$ cat src/memSys_consts.svh
`ifndef MEM_SYS_CONSTS_SVH
`define MEM_SYS_CONSTS_SVH

// bus widths seen by the core
`define ADDR_WIDTH 32
`define DATA_WIDTH 32
`define TAG_WIDTH 4

// unified RAM is 2^RAM_ADDR_BITS bytes, upper address bits are ignored
`define RAM_ADDR_BITS 12

// slots per port queue, which is also the initial client credit count
`define PORT_QUEUE_DEPTH 4

// access length codes
`define LEN_BYTE 2'd0
`define LEN_HALF 2'd1
`define LEN_WORD 2'd2

`endif

$ cat src/memPkg.sv
`include "memSys_consts.svh"

package memPkg;

    typedef logic [`ADDR_WIDTH-1:0] addrT;
    typedef logic [`DATA_WIDTH-1:0] dataT;
    typedef logic [`TAG_WIDTH-1:0]  tagT;
    typedef logic [1:0]             lenT;

    localparam int  portQueueDepth = `PORT_QUEUE_DEPTH;
    localparam lenT lenWord        = `LEN_WORD;

    // load or store from the store/load buffer
    typedef struct packed {
        logic isStore;
        addrT addr;
        dataT data;
        lenT  len;
        tagT  tag;
    } dataReqT;

    typedef struct packed {
        dataT data;
        tagT  tag;
    } dataRespT;

    // what the controller sees, the tag stays in the port
    typedef struct packed {
        logic isStore;
        addrT addr;
        dataT data;
        lenT  len;
    } memReqT;

    typedef enum logic {PORT_DATA, PORT_FETCH} portSelT;

    typedef enum logic [1:0] {IDLE, XFER, DONE} ctrlStateT;

endpackage

$ cat src/memArbiter.sv
`timescale 1ns/10ps

module memArbiter
    import memPkg::*;
(
    input  logic   clk,
    input  logic   rst,
    input  logic   dataHeadValid,
    input  memReqT dataReq,
    output logic   dataGrant,
    input  logic   fetchHeadValid,
    input  memReqT fetchReq,
    output logic   fetchGrant,
    input  logic   ctrlReady,
    output logic   start,
    output memReqT ctrlReq,
    input  logic   ctrlDone,
    output logic   dataDone,
    output logic   fetchDone
);
    // owner of the current access, and also the last port served
    portSelT owner;

    always_comb begin
        dataGrant  = 1'b0;
        fetchGrant = 1'b0;
        if (ctrlReady) begin
            if (dataHeadValid && fetchHeadValid) begin
                // both waiting so the port not served last goes first
                dataGrant  = (owner == PORT_FETCH);
                fetchGrant = (owner == PORT_DATA);
            end else begin
                dataGrant  = dataHeadValid;
                fetchGrant = fetchHeadValid;
            end
        end
    end

    assign start   = dataGrant | fetchGrant;
    assign ctrlReq = fetchGrant ? fetchReq : dataReq;

    always_ff @(posedge clk) begin
        if (rst) begin
            owner <= PORT_FETCH;
        end else if (dataGrant) begin
            owner <= PORT_DATA;
        end else if (fetchGrant) begin
            owner <= PORT_FETCH;
        end
    end

    // owner cannot change before done since grants wait for ready
    assign dataDone  = ctrlDone && (owner == PORT_DATA);
    assign fetchDone = ctrlDone && (owner == PORT_FETCH);

endmodule

$ cat config.mk
export PLATFORM = sky130hd
export DESIGN_NAME = memArbiter
export DESIGN_NICKNAME = d
export VERILOG_FILES = /design/src/memPkg.sv /design/src/memArbiter.sv
export VERILOG_INCLUDE_DIRS = /design/src /design/src/src
export SDC_FILE = /design/constraint.sdc
export NUM_CORES = 1
export LEC_CHECK = 0
export BUFFER_PORTS_ARGS = -buffer_cell sky130_fd_sc_hd__buf_2
export CAP_MARGIN = 20
export CORE_AREA = 2 2 83 85
export DETAILED_ROUTE_END_ITERATION = 12
export DIE_AREA = 0 0 85 87
export SYNTH_ARGS = -nofsm -noshare
export SYNTH_HDL_FRONTEND = slang
export SYNTH_SLANG_ARGS = --single-unit
export TNS_END_PERCENT = 1
$ cat constraint.sdc
create_clock -name clk -period 3.38 [get_ports clk]
set_clock_uncertainty 0.1 [all_clocks]
set_input_delay 0.338 -clock clk [delete_from_list [all_inputs] [get_ports clk]]
set_output_delay 0.338 -clock clk [all_outputs]
set_load 0.02 [all_outputs]
Word-level counts from Yosys, hierarchy flattened:

Cells that the tools add are included.
W data, S select, Z words.

* mux-type cells: 7
* bitwise gates (word level): 2
* reductions and logical operators: 4

Operators by type and width (count)
* $mux W67: 1
* $mux W1: 6
* $logic_and A1 B1 Y1: 3
* $reduce_bool A2 Y1: 1
* $not A1 Y1: 1
* $or A1 B1 Y1: 1

* flip-flop bits (word level): 1
* input port bits: 140
* output and inout bits: 72
* logic and storage cells: 14

Logic depth before layout (Yosys ltp):

* word-level depth: 5
* mapped depth: 5
* depth with buffers taken out: 3

Worst setup path after synthesis:

No wires, ideal clock.

* kind: register to output
* start: reg owner
* end: out ctrlReq[46] (netlist bit)
* data arrival time: 1.166 ns
* data required time: 2.942 ns
* path slack: 1.776 ns
* cell stages (with the launch flop): 6
* buffers on the path: 2
* cells stage by stage: dfxtp_1 > nand2_1 > nand3_2 > buf_6 > buf_6 > mux2_4

RTL lines
* start: declaration: line memArbiter.sv:22 `portSelT owner;`
* start signal: assignment: line memArbiter.sv:44 `owner <= PORT_FETCH;`
* start signal: assignment: line memArbiter.sv:46 `owner <= PORT_DATA;`
* start signal: assignment: line memArbiter.sv:48 `owner <= PORT_FETCH;`
* end: declaration: line memArbiter.sv:16 `output memReqT ctrlReq,`

==> flow_summary.ini <==
[run_status]
outcome = completed

[floorplanning]
die_area_mm2 = 0.00740
core_mm2 = 0.00657
die_y_um = 87
initial_utilization = 0.147
die_w_um = 85
rows = 30
io_pins = 212

[logic_synthesis]
synth.avg_cell_area_um2 = 11.2
synth_warnings = 0
ys_seq_elements = 1
synth.distinct_cells = 14
synth-seq-area-share = 0.0208
netlist_area_um2 = 965
netlist_instances = 86
syn_nets = 226

[worst_setup_path]
cp.required_ns = 2.94
startpoint = dataHeadValid
crit_type = primary input to primary output
cp-start-kind = primary input
regToRegStartpoint = owner
rr_endpoint = owner
path_max_fanout = 36
cp-endpoint = ctrlReq[53]
reg2reg_depth = 3
arrival_ns = 1.83
endpoint_kind = primary output
rrSetupSlack_ns = 2.32

[sta]
finalHoldViolations = 0
period_needed_ns = 2.27
timing.fmax_mhz = 440
holdWs_ns = 0.425
rsz0062_at_grt = false
period_share = 0.672
max_slew_margin = 0.647
worst_slew_pin_slew_ns = 0.529
slew_violations = 0
finalSetupTns_ns = 0
final-setup-viol-count = 0

[cells_and_area]
layout.nets = 433
diodes = 0
top_regs = owner: 1 flops
top_register = owner
fin_cells = 371
drive_gt1_frac = 0.962
area_growth_pct = 117
n_fill_cell = 703
largest_reg_flops = 1

[power_and_ir_drop]
vdd_drop_max_mv = 0.0665
switchingPower_uw = 165
power_density_mw_per_mm2 = 167
pwr-share-seq = 0.040
combinationalPowerShare = 0.960
swShare = 0.473
clockPowerShare = 0
p_leak_uw = 0.00127
p_int_uw = 184

[cts]
ctsHoldBuffers = 0
cts_resized = 0
path_clk_slew_ns = 0
clk_latency_ns = 0
postCtsSetupBuffers = 0

[drt]
vias_per_cell = 3.97
drc = 0
routedWlPerCell_um = 12.0
vias = 1473
dr.pass1.iters = 2
drtIter0Drc = 22
ant_nets = 0
wl_mm = 4.46

[grt]
grtUsageTotal = 0.100
antenna_found_initial = 0
grtUsageMet2 = 0.186
grt_start_max_net_pins = 37
overflow = 0
grt-busiest-layer = met2
grt_pass1_wl_mm = 6.18
met3_usage = 0.0142
first_global_vias = 1308
grtUsageMet1 = 0.130

[placement]
hpwl_mm = 3.98
place_congestion = 0.704
dpl.cell_count = 371
port_buffers = 211

[run]
cap_violations = 0

[hold_path]
hp-class = primary input to flip-flop
-- area by class of cell --
type | instances | area [um^2] | share of cell area
multi-input combinational | 76 | 891 | 0.425
inverter | 2 | 7.51 | 0.00358
sequential | 1 | 20.0 | 0.00956
timing repair buffer | 212 | 1080 | 0.514
tap | 80 | 100 | 0.0478
-- layout by cell type (no fill, tap or decap), drive strengths merged --
master	synthesis	final
a211o	1	1
a21oi	1	1
and2	1	1
and3	1	1
buf	7	212
dfxtp	1	1
inv	2	2
mux2	67	67
nand2	2	2
nand3	1	1
nor2b	1	1
o21a	1	1
-- metal layers --
| layer | vias up | wire, um |
|---|---|---|
| met1 | 626 | 1710 |
| met2 | 112 | 2230 |
| met4 | 0 | 0 |
| li1 | 735 | - |
| met3 | 0 | 521 |
| met5 | - | 0 |
-- how the worst min path moves through the flow --
stage,start,end,cells after the start
finish,rst,owner,2
global route,rst,owner,2
CTS,rst,owner,2
detailed placement,rst,owner,2
global placement,rst,owner,2
floorplan,rst,owner,1
-- metrics by stage --
step | setup WS, ns | utilization | power (uW) | instance area (um^2)
floorplan | 1.78 | - | 208 | 965
global placement | 1.14 | 0.319 | 350 | 2090
detailed placement | 1.07 | 0.319 | 353 | 2090
CTS | 1.08 | 0.319 | 354 | 2090
global route | 0.986 | 0.319 | 374 | 2090
finish | 1.11 | 0.319 | 349 | 2090
-- power by group through the flow --
stage | combinational (uW) | sequential, uW | clock (uW)
finish | 335 | 14.1 | 0
global route | 359 | 14.3 | 0
CTS | 340 | 14.0 | 0
detailed placement | 339 | 14.0 | 0
global placement | 336 | 14.0 | 0
floorplan | 194 | 13.7 | 0
-- cell usage after synthesis --
cell type | instances | share of area
mux2_2 | 48 | 0.56
mux2_4 | 19 | 0.30
buf_2 | 4 | 0.021
buf_6 | 3 | 0.035
inv_1 | 2 | 0.0078
nand2_1 | 2 | 0.0078
a211o_1 | 1 | 0.0091
a21oi_1 | 1 | 0.0052
and2_1 | 1 | 0.0065
and3_1 | 1 | 0.0065
dfxtp_1 | 1 | 0.021
nand3_2 | 1 | 0.010
nor2b_1 | 1 | 0.0065
o21a_1 | 1 | 0.0078
-- worst max-delay path: stages --
cell,delay (ns)
buf_2,0.11
nand2_1,0.10
nand3_4,0.41
buf_12,0.37
mux2_4,0.32
buf_2,0.16
-- cells by family (layout without fill, tap and decap cells) --
group                  after synthesis  in the layout  share of synthesized area
DFF                                  1              1                     0.0208
AOI/OAI and AO/OA                    3              3                     0.0220
muxes                               67             67                      0.856
buffers and inverters                9            214                     0.0636
and+or+nand+nor                      6              6                     0.0376
(Power assumes the default switching activity.)
