--- config.mk ---
export PLATFORM = sky130hd
export DESIGN_NAME = fetchPort
export DESIGN_NICKNAME = d
export VERILOG_FILES = /design/src/memPkg.sv /design/src/fetchPort.sv
export VERILOG_INCLUDE_DIRS = /design/src /design/src/src
export SDC_FILE = /design/constraint.sdc
export NUM_CORES = 1
export LEC_CHECK = 0
export BUFFER_PORTS_ARGS = -buffer_cell sky130_fd_sc_hd__buf_2
export CAP_MARGIN = 20
export CORE_MARGIN = 8
export CORE_UTILIZATION = 40
export CTS_BUF_LIST = sky130_fd_sc_hd__clkbuf_8
export DETAILED_ROUTE_END_ITERATION = 8
export GPL_TIMING_DRIVEN = 1
export MAX_ROUTING_LAYER = met4
export PLACE_DENSITY = 0.66
export SLEW_MARGIN = 20
export SYNTH_ARGS = -nofsm -noshare
export SYNTH_HDL_FRONTEND = slang
export SYNTH_SLANG_ARGS = --single-unit
--- constraint.sdc ---
create_clock -name clk -period 1.71 [get_ports clk]
set_input_delay 0.342 -clock clk [delete_from_list [all_inputs] [get_ports clk]]
set_output_delay 0.342 -clock clk [all_outputs]
set_load 0.05 [all_outputs]
--- src/memSys_consts.svh ---
`ifndef MEM_SYS_CONSTS_SVH
`define MEM_SYS_CONSTS_SVH

// bus widths seen by the core
`define ADDR_WIDTH 32
`define DATA_WIDTH 32
`define TAG_WIDTH 4

// unified RAM is 2^RAM_ADDR_BITS bytes, upper address bits are ignored
`define RAM_ADDR_BITS 12

// slots per port queue, which is also the initial client credit count
`define PORT_QUEUE_DEPTH 4

// access length codes
`define LEN_BYTE 2'd0
`define LEN_HALF 2'd1
`define LEN_WORD 2'd2

`endif

--- src/memPkg.sv ---
`include "memSys_consts.svh"

package memPkg;

    typedef logic [`ADDR_WIDTH-1:0] addrT;
    typedef logic [`DATA_WIDTH-1:0] dataT;
    typedef logic [`TAG_WIDTH-1:0]  tagT;
    typedef logic [1:0]             lenT;

    localparam int  portQueueDepth = `PORT_QUEUE_DEPTH;
    localparam lenT lenWord        = `LEN_WORD;

    // load or store from the store/load buffer
    typedef struct packed {
        logic isStore;
        addrT addr;
        dataT data;
        lenT  len;
        tagT  tag;
    } dataReqT;

    typedef struct packed {
        dataT data;
        tagT  tag;
    } dataRespT;

    // what the controller sees, the tag stays in the port
    typedef struct packed {
        logic isStore;
        addrT addr;
        dataT data;
        lenT  len;
    } memReqT;

    typedef enum logic {PORT_DATA, PORT_FETCH} portSelT;

    typedef enum logic [1:0] {IDLE, XFER, DONE} ctrlStateT;

endpackage

--- src/fetchPort.sv ---
`timescale 1ns/10ps

module fetchPort
    import memPkg::*;
(
    input  logic   clk,
    input  logic   rst,
    input  logic   reqValid,
    input  addrT   reqAddr,
    output logic   credit,
    output logic   respValid,
    output dataT   respInstr,
    output logic   headValid,
    output memReqT memReq,
    input  logic   grant,
    input  logic   memDone,
    input  dataT   memData
);
    localparam int ptrBits = $clog2(portQueueDepth);

    addrT               queue [portQueueDepth];
    logic [ptrBits-1:0] wrPtr;
    logic [ptrBits-1:0] rdPtr;
    logic [ptrBits:0]   count;

    function automatic logic [ptrBits-1:0] nextPtr(input logic [ptrBits-1:0] ptr);
        if (ptr == ptrBits'(portQueueDepth - 1)) begin
            return '0;
        end
        return ptr + 1'b1;
    endfunction

    // fetches are always full-word reads
    assign headValid = (count != '0);
    assign memReq    = '{isStore: 1'b0, addr: queue[rdPtr], data: '0, len: lenWord};
    assign credit    = grant;

    always_ff @(posedge clk) begin
        if (rst) begin
            wrPtr <= '0;
            rdPtr <= '0;
            count <= '0;
        end else begin
            if (reqValid) begin
                wrPtr <= nextPtr(wrPtr);
            end
            if (grant) begin
                rdPtr <= nextPtr(rdPtr);
            end
            case ({reqValid, grant})
                2'b10:   count <= count + 1'b1;
                2'b01:   count <= count - 1'b1;
                default: count <= count;
            endcase
        end
    end

    always_ff @(posedge clk) begin
        if (reqValid) begin
            queue[wrPtr] <= reqAddr;
        end
        if (memDone) begin
            respInstr <= memData;
        end
    end

    always_ff @(posedge clk) begin
        if (rst) begin
            respValid <= 1'b0;
        end else begin
            respValid <= memDone;
        end
    end

endmodule

=== Word-level counts from Yosys, hierarchy flattened ===
Memory sizes are Yosys's and may differ from the RTL's. A register that Yosys moved wholly into a read port is not among the register bits.
Index checks and enable logic that the tools add are counted.

* Register bits after elaboration: 40
* Bits in writable memories: 128
* Output and inout bits: 102
* Memories: 1

* $add $sub $neg: 4
* Eq/ne operators: 4
* Mux-type cells: 15
* Reductions and logical operators: 2

{| class="wikitable"
|+ Memory list
! name !! words !! bits a word !! read ports !! clocked after Yosys merged registers in !! wr ports !! RTL line !! source
|-
| queue || 4 || 32 || 1 || 1 || 1 || fetchPort.sv:21 || <nowiki>addrT queue [portQueueDepth];</nowiki>
|}

{| class="wikitable"
|+ Operator list
! operator !! count
|-
| $mux W2 || 6
|-
| $mux W1 || 8
|-
| $eq A2 B2 Y1 const B || 3
|-
| $pmux W3 S2 || 1
|-
| $add A2 B1 Y2 const B || 2
|-
| $add A3 B1 Y3 const B || 1
|-
| $reduce_bool A3 Y1 || 1
|-
| $sub A3 B1 Y3 const B || 1
|-
| $eq A2 B1 Y1 const B || 1
|-
| $reduce_bool A2 Y1 || 1
|}

=== Longest topological paths before layout ===
* Depth in word-level cells: 7
* Mapped depth: 6
* Depth with buffers taken out: 6

=== Worst setup path after synthesis ===
Ideal clock, no wire load.

* Path type: register to register
* Start: register wrPtr[0]
* End: memory queue[3][0] (netlist name), enable pin
* Arrival time: 1.342 ns
* Required time: 1.318 ns
* Setup slack: -0.024 ns
* Cell stages (with the launch flop): 3
* Path buffers: 0
* Cell sequence: dfxtp_1 ha_1 and2_1

{| class="wikitable"
|+ RTL lines
! element !! RTL line !! source
|-
| start: declaration || fetchPort.sv:22 || <nowiki>logic [ptrBits-1:0] wrPtr;</nowiki>
|-
| start signal: assignment || fetchPort.sv:45 || <nowiki>wrPtr <= nextPtr(wrPtr);</nowiki>
|-
| end: declaration || fetchPort.sv:21 ||
|}

Straight into the memory's write port.

==> results.py <==
metrics = {
    "outcome": {
        "status": "finished, violations left",
        "violations": "negative setup slack",
    },
    "sta": {
        "fmax_mhz": 479,
        "hold_viol": 0,
        "worstMarginPinSlew_ns": 0.649,
        "max-slew-margin-rel": 0.568,
        "finalCritPeriodShare": 1.22,
        "min_period_ns": 2.09,
        "clock_skew_ns": 0.00866,
        "setup_viol": 32,
        "tns_ns": -10.78,
        "slew_violations": 0,
        "hold_ws_ns": 0.0660,
        "setup_ws_ns": -0.376,
        "rsz0062_at_grt": "yes",
    },
    "yosys": {
        "syn_area_um2": 6360,
        "synth-xor-area-share": 0.00275,
        "muxShareOfSynthArea": 0.119,
        "yosys.area_share.simple": 0.0128,
        "netlist_instances": 283,
        "synth.avg_cell_area_um2": 22.5,
        "synth.distinct_cells": 23,
        "synth_top_family_by_area": "multiplexers",
        "yosys_warnings": 0,
        "yosys_register_bits": 170,
        "ys_seq_area_frac": 0.787,
        "synth_compound_area_frac": 0.00315,
        "synth-adder-area-share": 0.0150,
    },
    "global_route": {
        "grt_max_degree": 34,
        "grt_pass1_wl_um": 18500,
        "grt_pass1_vias": 3475,
        "gr-total-overflow": 0,
        "grt_usage": 0.128,
        "antenna_found_initial": 0,
    },
    "detailed_routing": {
        "via_count": 3030,
        "viasPerCell": 4.52,
        "dr.pass1.iters": 4,
        "wl_per_cell_um": 17.9,
        "final_antenna_net_count": 0,
        "drt-total-wl_um": 12000,
        "drt_iter0_drc": 126,
        "route.detailed.drc": 0,
    },
    "final_layout": {
        "n_antenna_cell": 0,
        "fillers": 1327,
        "fin_area_um2": 7880,
        "final_common_cell": "edfxtp_1",
        "layout.nets": 518,
        "final_cells": 671,
        "layout-drive-gt1-share": 0.490,
        "post-route-util": 0.502,
        "area_delta_synth_final_pct": 23.9,
        "final_cell_mix": "edfxtp_1 (160), buf_2 (102), conb_1 (35), mux4_2 (32), buf_6 (32)",
    },
    "clocking": {
        "clk_latency_ns": 0.44,
        "htreeDepth": 4,
        "cts_tree": "yes",
        "cts_max_path_buffers": 2,
        "root_buffer": "clkbuf_8",
        "cts.clk_slew.worst_paths_ns": 0.09,
        "cts_buffers": 17,
        "clock_sinks": 170,
    },
    "place": {
        "postPlaceCellArea_um2": 7280,
        "gp_congestion": 0.701,
        "port_buffers": 135,
        "dp_hpwl_um": 8110,
        "placed_cells": 637,
    },
    "critical_path": {
        "cp_max_fo": 11,
        "cp-start-kind": "flop",
        "worstSetupPathType": "flop to output pin",
        "end_kind": "output pin",
        "required_ns": 1.37,
        "crit_arrival_ns": 1.74,
    },
    "min_path": {
        "hp-class": "input port to flop",
    },
    "run": {
        "drv_cap": 0,
    },
    "die": {
        "rows": 46,
        "start_util": 0.405,
        "die_w_um": 142,
        "die_area_um2": 20200,
        "io_pins": 171,
        "fp.dieH_um": 142,
        "core-area_um2": 15700,
    },
    "pwr": {
        "p_leak_uw": 0.00291,
        "power_density_nw_per_um2": 1150,
        "irDropWorstVdd_mv": 0.471,
    },
}
## path summary, 6_finish.rpt
check / start / to / slack [ns] / cells past startpoint
hold reg to reg: count[2]$_SDFFE_PP0P_ / count[2]$_SDFFE_PP0P_ / 0.54 / 2
hold / removal: memData[6] / respInstr[6]$_DFFE_PP_ / 0.07 / 1
setup reg to reg: count[0]$_SDFFE_PP0P_ / count[2]$_SDFFE_PP0P_ / 0.12 / 5
setup / recovery: flop / memReq[34] / -0.38 / 3
## layer usage
| layer | track usage | vias to the layer above | routed length (µm) | part of all wire |
|---|---|---|---|---|
| met5 | - | - | 0 | 0 |
| met4 | 0.0458 | 0 | 148 | 0.012 |
| met3 | 0.0584 | 15 | 1120 | 0.093 |
| met2 | 0.211 | 134 | 6090 | 0.51 |
| met1 | 0.134 | 1507 | 4660 | 0.39 |
| li1 | - | 1374 | - | - |
## cells in the mapped netlist, drive strengths merged
cell	n	area, µm²
a21oi	3	15.0
and2	4	25.0
buf	43	357
clkbuf	1	3.75
conb	2	7.51
dfxtp	10	200
edfxtp	160	4800
fa	1	20.0
ha	6	75.1
inv	4	15.0
mux2i	3	30.0
mux4	32	728
nor2	6	22.5
nor2b	1	6.26
nor3b	2	15.0
o21ai	1	5.00
or3	2	12.5
xnor2	1	8.76
xor2	1	8.76
## through the flow
stage          power (µW)  worst slack, ns
2_1_floorplan        6090          0.00286
3_3_place_gp         6400           0.0155
3_5_place_dp         6440          -0.0746
4_1_cts              9200           -0.449
5_1_grt              9450           -0.468
6_report             9080           -0.376
## sequential cells by signal, summed over array words and instances (netlist names), named ones only
| register | count |
|---|---|
| count | 3 |
| queue | 128 |
| rdPtr | 2 |
| respInstr | 32 |
| respValid | 1 |
| wrPtr | 2 |
## power breakdown
group	switching, µW	total, µW	leakage (µW)	internal, µW
clock	1430	2580	0.000193	1150
sequential	58.9	4830	0.00157	4770
combinational	1140	1680	0.00114	539
total	2620	9080	0.00291	6460
## layout make-up
type | count | area [µm²] | share of cell area
Sequential cell | 170 | 5010 | 0.636
Timing Repair Buffer | 151 | 1120 | 0.142
Multi-Input combinational cell | 98 | 1110 | 0.140
Tap cell | 216 | 270 | 0.0343
Clock buffer | 17 | 234 | 0.0297
Clock inverter | 15 | 126 | 0.0160
Inverter | 4 | 15.0 | 0.00190
## critical path, cell delays in order (launching register included)
cell	delay, ns
dfxtp_4	0.41
buf_12	0.17
mux4_2	0.54
buf_6	0.17
## cell families (layout without fill, tap and decap cells)
logic type | Yosys count | count (layout)
flops | 170 | 170
other cells | 2 | 35
mux | 35 | 35
fa+ha+maj | 7 | 7
buf+inv | 48 | 187
xor+xnor | 2 | 2
simple gates | 15 | 15
compound gates | 4 | 4
## timing repair
| item | 4_1_cts | 5_1_grt |
|---|---|---|
| endpoints found under the setup margin | 33 | 33 |
| gates resized for setup | 70 | 4 |
| gates cloned | 1 | 0 |
| buffers inserted | 2 | 0 |
| hold buffers | 0 | 0 |
(Power assumes the default switching activity.)
