===== src/memSys_consts.svh =====
`ifndef MEM_SYS_CONSTS_SVH
`define MEM_SYS_CONSTS_SVH

// bus widths seen by the core
`define ADDR_WIDTH 32
`define DATA_WIDTH 32
`define TAG_WIDTH 4

// unified RAM is 2^RAM_ADDR_BITS bytes, upper address bits are ignored
`define RAM_ADDR_BITS 12

// slots per port queue, which is also the initial client credit count
`define PORT_QUEUE_DEPTH 4

// access length codes
`define LEN_BYTE 2'd0
`define LEN_HALF 2'd1
`define LEN_WORD 2'd2

`endif


===== src/memPkg.sv =====
`include "memSys_consts.svh"

package memPkg;

    typedef logic [`ADDR_WIDTH-1:0] addrT;
    typedef logic [`DATA_WIDTH-1:0] dataT;
    typedef logic [`TAG_WIDTH-1:0]  tagT;
    typedef logic [1:0]             lenT;

    localparam int  portQueueDepth = `PORT_QUEUE_DEPTH;
    localparam lenT lenWord        = `LEN_WORD;

    // load or store from the store/load buffer
    typedef struct packed {
        logic isStore;
        addrT addr;
        dataT data;
        lenT  len;
        tagT  tag;
    } dataReqT;

    typedef struct packed {
        dataT data;
        tagT  tag;
    } dataRespT;

    // what the controller sees, the tag stays in the port
    typedef struct packed {
        logic isStore;
        addrT addr;
        dataT data;
        lenT  len;
    } memReqT;

    typedef enum logic {PORT_DATA, PORT_FETCH} portSelT;

    typedef enum logic [1:0] {IDLE, XFER, DONE} ctrlStateT;

endpackage


===== src/dataPort.sv =====
`timescale 1ns/10ps

module dataPort
    import memPkg::*;
(
    input  logic     clk,
    input  logic     rst,
    input  logic     reqValid,
    input  dataReqT  req,
    output logic     credit,
    output logic     respValid,
    output dataRespT resp,
    output logic     headValid,
    output memReqT   memReq,
    input  logic     grant,
    input  logic     memDone,
    input  dataT     memData
);
    localparam int ptrBits = $clog2(portQueueDepth);

    dataReqT            queue [portQueueDepth];
    logic [ptrBits-1:0] wrPtr;
    logic [ptrBits-1:0] rdPtr;
    logic [ptrBits:0]   count;
    dataReqT            head;
    tagT                inFlightTag;

    function automatic logic [ptrBits-1:0] nextPtr(input logic [ptrBits-1:0] ptr);
        if (ptr == ptrBits'(portQueueDepth - 1)) begin
            return '0;
        end
        return ptr + 1'b1;
    endfunction

    assign head      = queue[rdPtr];
    assign headValid = (count != '0);
    assign memReq    = '{isStore: head.isStore, addr: head.addr,
                         data: head.data, len: head.len};

    // a slot frees the moment its entry wins arbitration
    assign credit = grant;

    always_ff @(posedge clk) begin
        if (rst) begin
            wrPtr <= '0;
            rdPtr <= '0;
            count <= '0;
        end else begin
            if (reqValid) begin
                wrPtr <= nextPtr(wrPtr);
            end
            if (grant) begin
                rdPtr <= nextPtr(rdPtr);
            end
            case ({reqValid, grant})
                2'b10:   count <= count + 1'b1;
                2'b01:   count <= count - 1'b1;
                default: count <= count;
            endcase
        end
    end

    always_ff @(posedge clk) begin
        if (reqValid) begin
            queue[wrPtr] <= req;
        end
        // only one request is in flight, so one tag register is enough
        if (grant) begin
            inFlightTag <= head.tag;
        end
        if (memDone) begin
            resp <= '{data: memData, tag: inFlightTag};
        end
    end

    always_ff @(posedge clk) begin
        if (rst) begin
            respValid <= 1'b0;
        end else begin
            respValid <= memDone;
        end
    end

endmodule


===== config.mk =====
export PLATFORM = sky130hd
export DESIGN_NAME = dataPort
export DESIGN_NICKNAME = d
export VERILOG_FILES = /design/src/memPkg.sv /design/src/dataPort.sv
export VERILOG_INCLUDE_DIRS = /design/src /design/src/src
export SDC_FILE = /design/constraint.sdc
export NUM_CORES = 1
export LEC_CHECK = 0
export BUFFER_PORTS_ARGS = -buffer_cell sky130_fd_sc_hd__buf_4
export CAP_MARGIN = 5
export CORE_UTILIZATION = 60
export CTS_BUF_LIST = sky130_fd_sc_hd__clkbuf_4
export DETAILED_ROUTE_END_ITERATION = 8
export PLACE_DENSITY_LB_ADDON = 0.1
export SYNTH_ARGS = -nofsm -noshare
export SYNTH_HDL_FRONTEND = slang
export SYNTH_SLANG_ARGS = --single-unit

===== constraint.sdc =====
create_clock -name clk -period 5.9 [get_ports clk]
set_input_delay 1.475 -clock clk [delete_from_list [all_inputs] [get_ports clk]]
set_output_delay 1.475 -clock clk [all_outputs]
set_load 0.05 [all_outputs]

## Yosys cells after proc, flatten, opt, wreduce, memory -nomap -nowiden

Memory sizes are Yosys's and may differ from the RTL's. A register that Yosys moved wholly into a read port is not among the register bits.
Index checks and enable logic that the tools add are counted.

| word-level totals | value |
|---|---|
| register bits | 48 |
| bits in writable memories | 284 |
| input port bits | 108 |
| output and inout port bits | 106 |
| word-level logic and storage cells | 33 |
| memories kept | 1 |

Memories:

| name | depth | width | rd ports | clocked after memory_dff | wr ports | line | source |
|---|---|---|---|---|---|---|---|
| queue | 4 | 71 | 1 | 1 | 1 | dataPort.sv:21 | `dataReqT queue [portQueueDepth];` |

| operators by class | value |
|---|---|
| add/subtract/negate cells | 4 |
| equal/unequal tests | 4 |
| muxes and demuxes | 15 |
| reductions and logical operators | 2 |

Operator list:

| cell | number |
|---|---|
| 2-bit 2-to-1 mux | 6 |
| 1-bit 2-to-1 mux | 8 |
| 2-bit equality test, second input constant | 3 |
| 3-bit case mux with 2 select lines | 1 |
| 2-bit by 1-bit adder with 2-bit output, second input constant | 2 |
| 3-bit by 1-bit adder with 3-bit output, second input constant | 1 |
| 3-bit nonzero test | 1 |
| 3-bit by 1-bit subtractor with 3-bit output, second input constant | 1 |
| 2-bit by 1-bit equality test with 1-bit output, second input constant | 1 |
| 2-bit nonzero test | 1 |

## Logic depth before layout (Yosys ltp)

| logic depth | value |
|---|---|
| depth in word-level cells | 7 |
| gate-level depth with buffers | 6 |
| mapped depth without buffers | 6 |

## Worst setup path after synthesis

OpenSTA, ideal clock, no wires.

| timing | value |
|---|---|
| path type | input-to-reg |
| from | input port reqValid |
| to | memory queue[0][0] (netlist bit), enable pin |
| setup time | 0.437 ns |
| arrival | 3.138 ns |
| required time | 5.463 ns |
| path slack | 2.326 ns |
| stages | 1 |
| path buffers | 0 |
| cell sequence | and2_1 |

| between the ends | value |
|---|---|
| longest elaborated chain between the ends | 2 |

Ends and longest elaborated chain:

| element | line | source |
|---|---|---|
| start, declared | dataPort.sv:8 | `input logic reqValid,` |
| 1-bit 2-to-1 mux | dataPort.sv:64 | `if (reqValid) begin` |
| 1-bit 2-to-1 mux (not written as such) | dataPort.sv:65 | `queue[wrPtr] <= req;` |
| end, declared | dataPort.sv:21 |  |

No other way between the ends.

==> flow_summary_export.csv <==
group,metric,value,unit
cts,cts_tree,"done",
synth,yosys-top-cells-area,"edfxtp_1, mux4_2, buf_4",
worst_setup_path,slowest_stage,"dfxtp_4",
grt,grt.overflow.total,0,
worst_setup_path,ff2ff_setup_slack,3970,ps
grt,met2_usage,35.9,%
die,die_h,146,um
cts,path_clk_slew,70,ps
sta,setup_tns,0,ps
synth,synth_top_area_share,77.9,%
sta,clock.fmax,233,MHz
cts,cts_resized,0,
synth,netlist_area,12500,sq um
synth,avgSynthCellArea,23.8,sq um
grt,grt_usage,21.1,%
synth,synth_fp_nets,639,
place,dp_hpwl,12600,um
sta,setup_viol,0,
cells_and_area,area_delta_synth_final,18.3,%
worst_hold_path,hold_depth,0,
die,die_area,21400,sq um
routing,wl_per_cell,20.2,um
sta,slew_headroom,26.1,%
die,core-area,20300,sq um
cts,cts_max_path_buffers,3,
worst_setup_path,critPathKind,"reg -> out",
worst_setup_path,crit_path_max_incr_delay,920,ps
sta,worst_pin_slew,1110,ps
cts,cts_buffers,83,
power,p_sw,1350,uW
grt,grt_max_degree,72,
worst_setup_path,start_kind,"register",
cts,post-cts-setup-buffers,0,
cells_and_area,n_fill_cell,1239,
worst_setup_path,r2r_cells,2,
synth,syn_inst,524,
grt,use_met1,24.6,%
grt,grt_pass1_wl,33500,um
sta,finalCritPeriodShare,72.7,%
routing,drt-total-wl,21600,um
cells_and_area,drive_above_1_share,53.3,%
cells_and_area,nNetsFinal,854,
power,p_leak,0.00527,uW
routing,drc,0,
power,power.density,361,nW/um^2
synth,synth_top_cell_by_area,"edfxtp_1",
sta,fin_skew,28.5,ps
routing,viasPerCell,5.34,
die,row_count,52,
synth,yosys.cell_types.count,23,
worst_setup_path,arrival,2810,ps
grt,grt_antenna_before_repair,1,
place,place_congestion,0.769,
die,die_x,146,um
place,pre_cts_ws,2190,ps
cts,insertion_delay,640,ps
place,io_buffers,213,
grt,grt-busiest-layer,"met2",
worst_setup_path,crit_path_cell_trace,"buf_4 > mux4_2 > buf_4",
power,ir_drop,0.257,mV
routing,vias,5696,
worst_setup_path,cp_data_required_time,4430,ps
sta,drv_slew,0,
worst_hold_path,worstHoldPathType,"reg -> reg",
power,combinationalPowerShare,13.9,%
run,maxCapViolCount,0,
synth,seq_area_frac_synth,79.5,%
grt,groute.layer.met3.usage,6.44,%
cts,cts_sinks,334,
sta,rsz0062_at_grt,"false",
sta,finalHoldViolCount,0,
synth,synth_warnings,0,
die,start_util,61.5,%
sta,setup_slack,1610,ps
die,io_pins,214,
power,clockPowerShare,34.0,%
outcome,status,"finished, final reports clean",
worst_hold_path,whs_endpoint,"resp[2]",
worst_setup_path,r2r_start,"wrPtr[0]",
routing,first_iter_violations,285,
grt,grt_pass1_vias,6515,
cts,htreeDepth,3,
power,internal-power,3980,uW
power,swShare,25.4,%
cts,cts_hold_buffers,0,
routing,ant_nets,0,
synth,yosys_register_bits,334,
power,p_seq_share,52.1,%
worst_hold_path,min_from,"inFlightTag[2]",
worst_setup_path,rr_endpoint,"queue[3][33]",
worst_setup_path,crit_path_frequent_cell,"buf_4",
worst_setup_path,endpoint_kind,"output pin",
sta,fin_crit,4290,ps
cts,root_buffer,"clkbuf_4",
worst_setup_path,crit_fanout,41,
routing,drt-pass1-iter-count,4,
synth_stat cells (all sizes together):
| cell | number |
|---|---|
| fa | 1 |
| edfxtp | 324 |
| buf | 84 |
| o21ai | 1 |
| inv | 3 |
| ha | 6 |
| nor2b | 1 |
| and2 | 4 |
| or3 | 2 |
| clkbuf | 1 |
| xnor2 | 1 |
| nor3b | 1 |
| mux2i | 4 |
| mux4 | 71 |
| xor2 | 1 |
| nor2 | 7 |
| dfxtp | 10 |
| a21oi | 2 |
cell usage in the layout (no fill, tap or decap):
cell	instances
nor3b_1	1
or3_1	2
clkbuf_4	131
dfxtp_4	2
o21ai_0	1
and2_4	4
diode_2	1
mux4_1	1
clkinv_2	1
buf_4	215
inv_1	3
dfxtp_1	8
clkinv_1	8
inv_2	1
mux2i_1	4
nor2b_1	1
fa_1	1
a21oi_1	2
xor2_1	1
mux4_2	70
edfxtp_1	324
ha_1	6
nor2_1	7
xnor2_1	1
power by group through the flow:
stage	clock network, uW	logic, uW	registers, uW
after floorplan	0	550	2870
after global placement	0	736	2830
after detailed placement	0	749	2830
after CTS	1880	750	2780
after global routing	1990	775	2790
final	1820	742	2780
critical path, delay by kind of cell (launching register included):
family                 cells  cell delay [ps]
flip-flops                 1              920
buffers and inverters      2              670
multiplexers               1              560
metrics by stage:
| stage | hold WS (ps) | instances | utilization [%] | total power [uW] | instance area [sq um] |
|---|---|---|---|---|---|
| floorplan | 400 | 524 | - | 3420 | 12500 |
| global placement | 403 | 924 | 67.8 | 3560 | 13800 |
| detailed placement | 407 | 924 | 67.8 | 3580 | 13800 |
| CTS | 409 | 1065 | 72.8 | 5410 | 14800 |
| global route | 430 | 1066 | 72.8 | 5560 | 14800 |
| finish | 410 | 1066 | 72.8 | 5340 | 14800 |
worst max-delay path by stage:
stage | endpoint | slack (ps) | cells past startpoint
floorplan | queue[0][0] | 2330 | 1
global placement | memReq[53] | 2210 | 3
detailed placement | memReq[6] | 2190 | 3
CTS | memReq[10] | 1440 | 3
global route | memReq[9] | 1340 | 3
finish | memReq[10] | 1610 | 3
final cells by class:
class,instances,area [sq um],area share (%)
Tap cell,270,338,2.29
Clock inverter,10,38.8,0.262
Timing Repair Buffer,215,1610,10.9
Inverter,3,11.3,0.0762
Multi-Input combinational cell,102,1860,12.6
Antenna cell,1,2.50,0.0169
Clock buffer,131,983,6.65
Sequential cell,334,9940,67.2
logic make-up (layout without fill, tap and decap cells):
family                     count (synthesis)  after routing  synth area share [%]
buffers and inverters                     88            359                  5.73
xor gates and xnor gates                   2              2                 0.140
other                                      0              1                     0
DFF                                      334            334                  79.5
adders and majority gates                  7              7                 0.761
muxes                                     75             75                  13.1
AOI/OAI and AO/OA                          3              3                 0.120
and+or+nand+nor                           15             15                 0.621
sequential cells by signal, summed over array words and instances (netlist names), named ones only:
| name | flops |
|---|---|
| count | 3 |
| inFlightTag | 4 |
| queue | 284 |
| rdPtr | 2 |
| resp | 36 |
| respValid | 1 |
| wrPtr | 2 |
per-layer routing:
layer | wire length, um | part of all wire, %
met1 | 8140 | 38
met2 | 11300 | 52
met4 | 512 | 2.4
met5 | 0 | 0
met3 | 1620 | 7.5
Power figures use the tool's default switching activity.
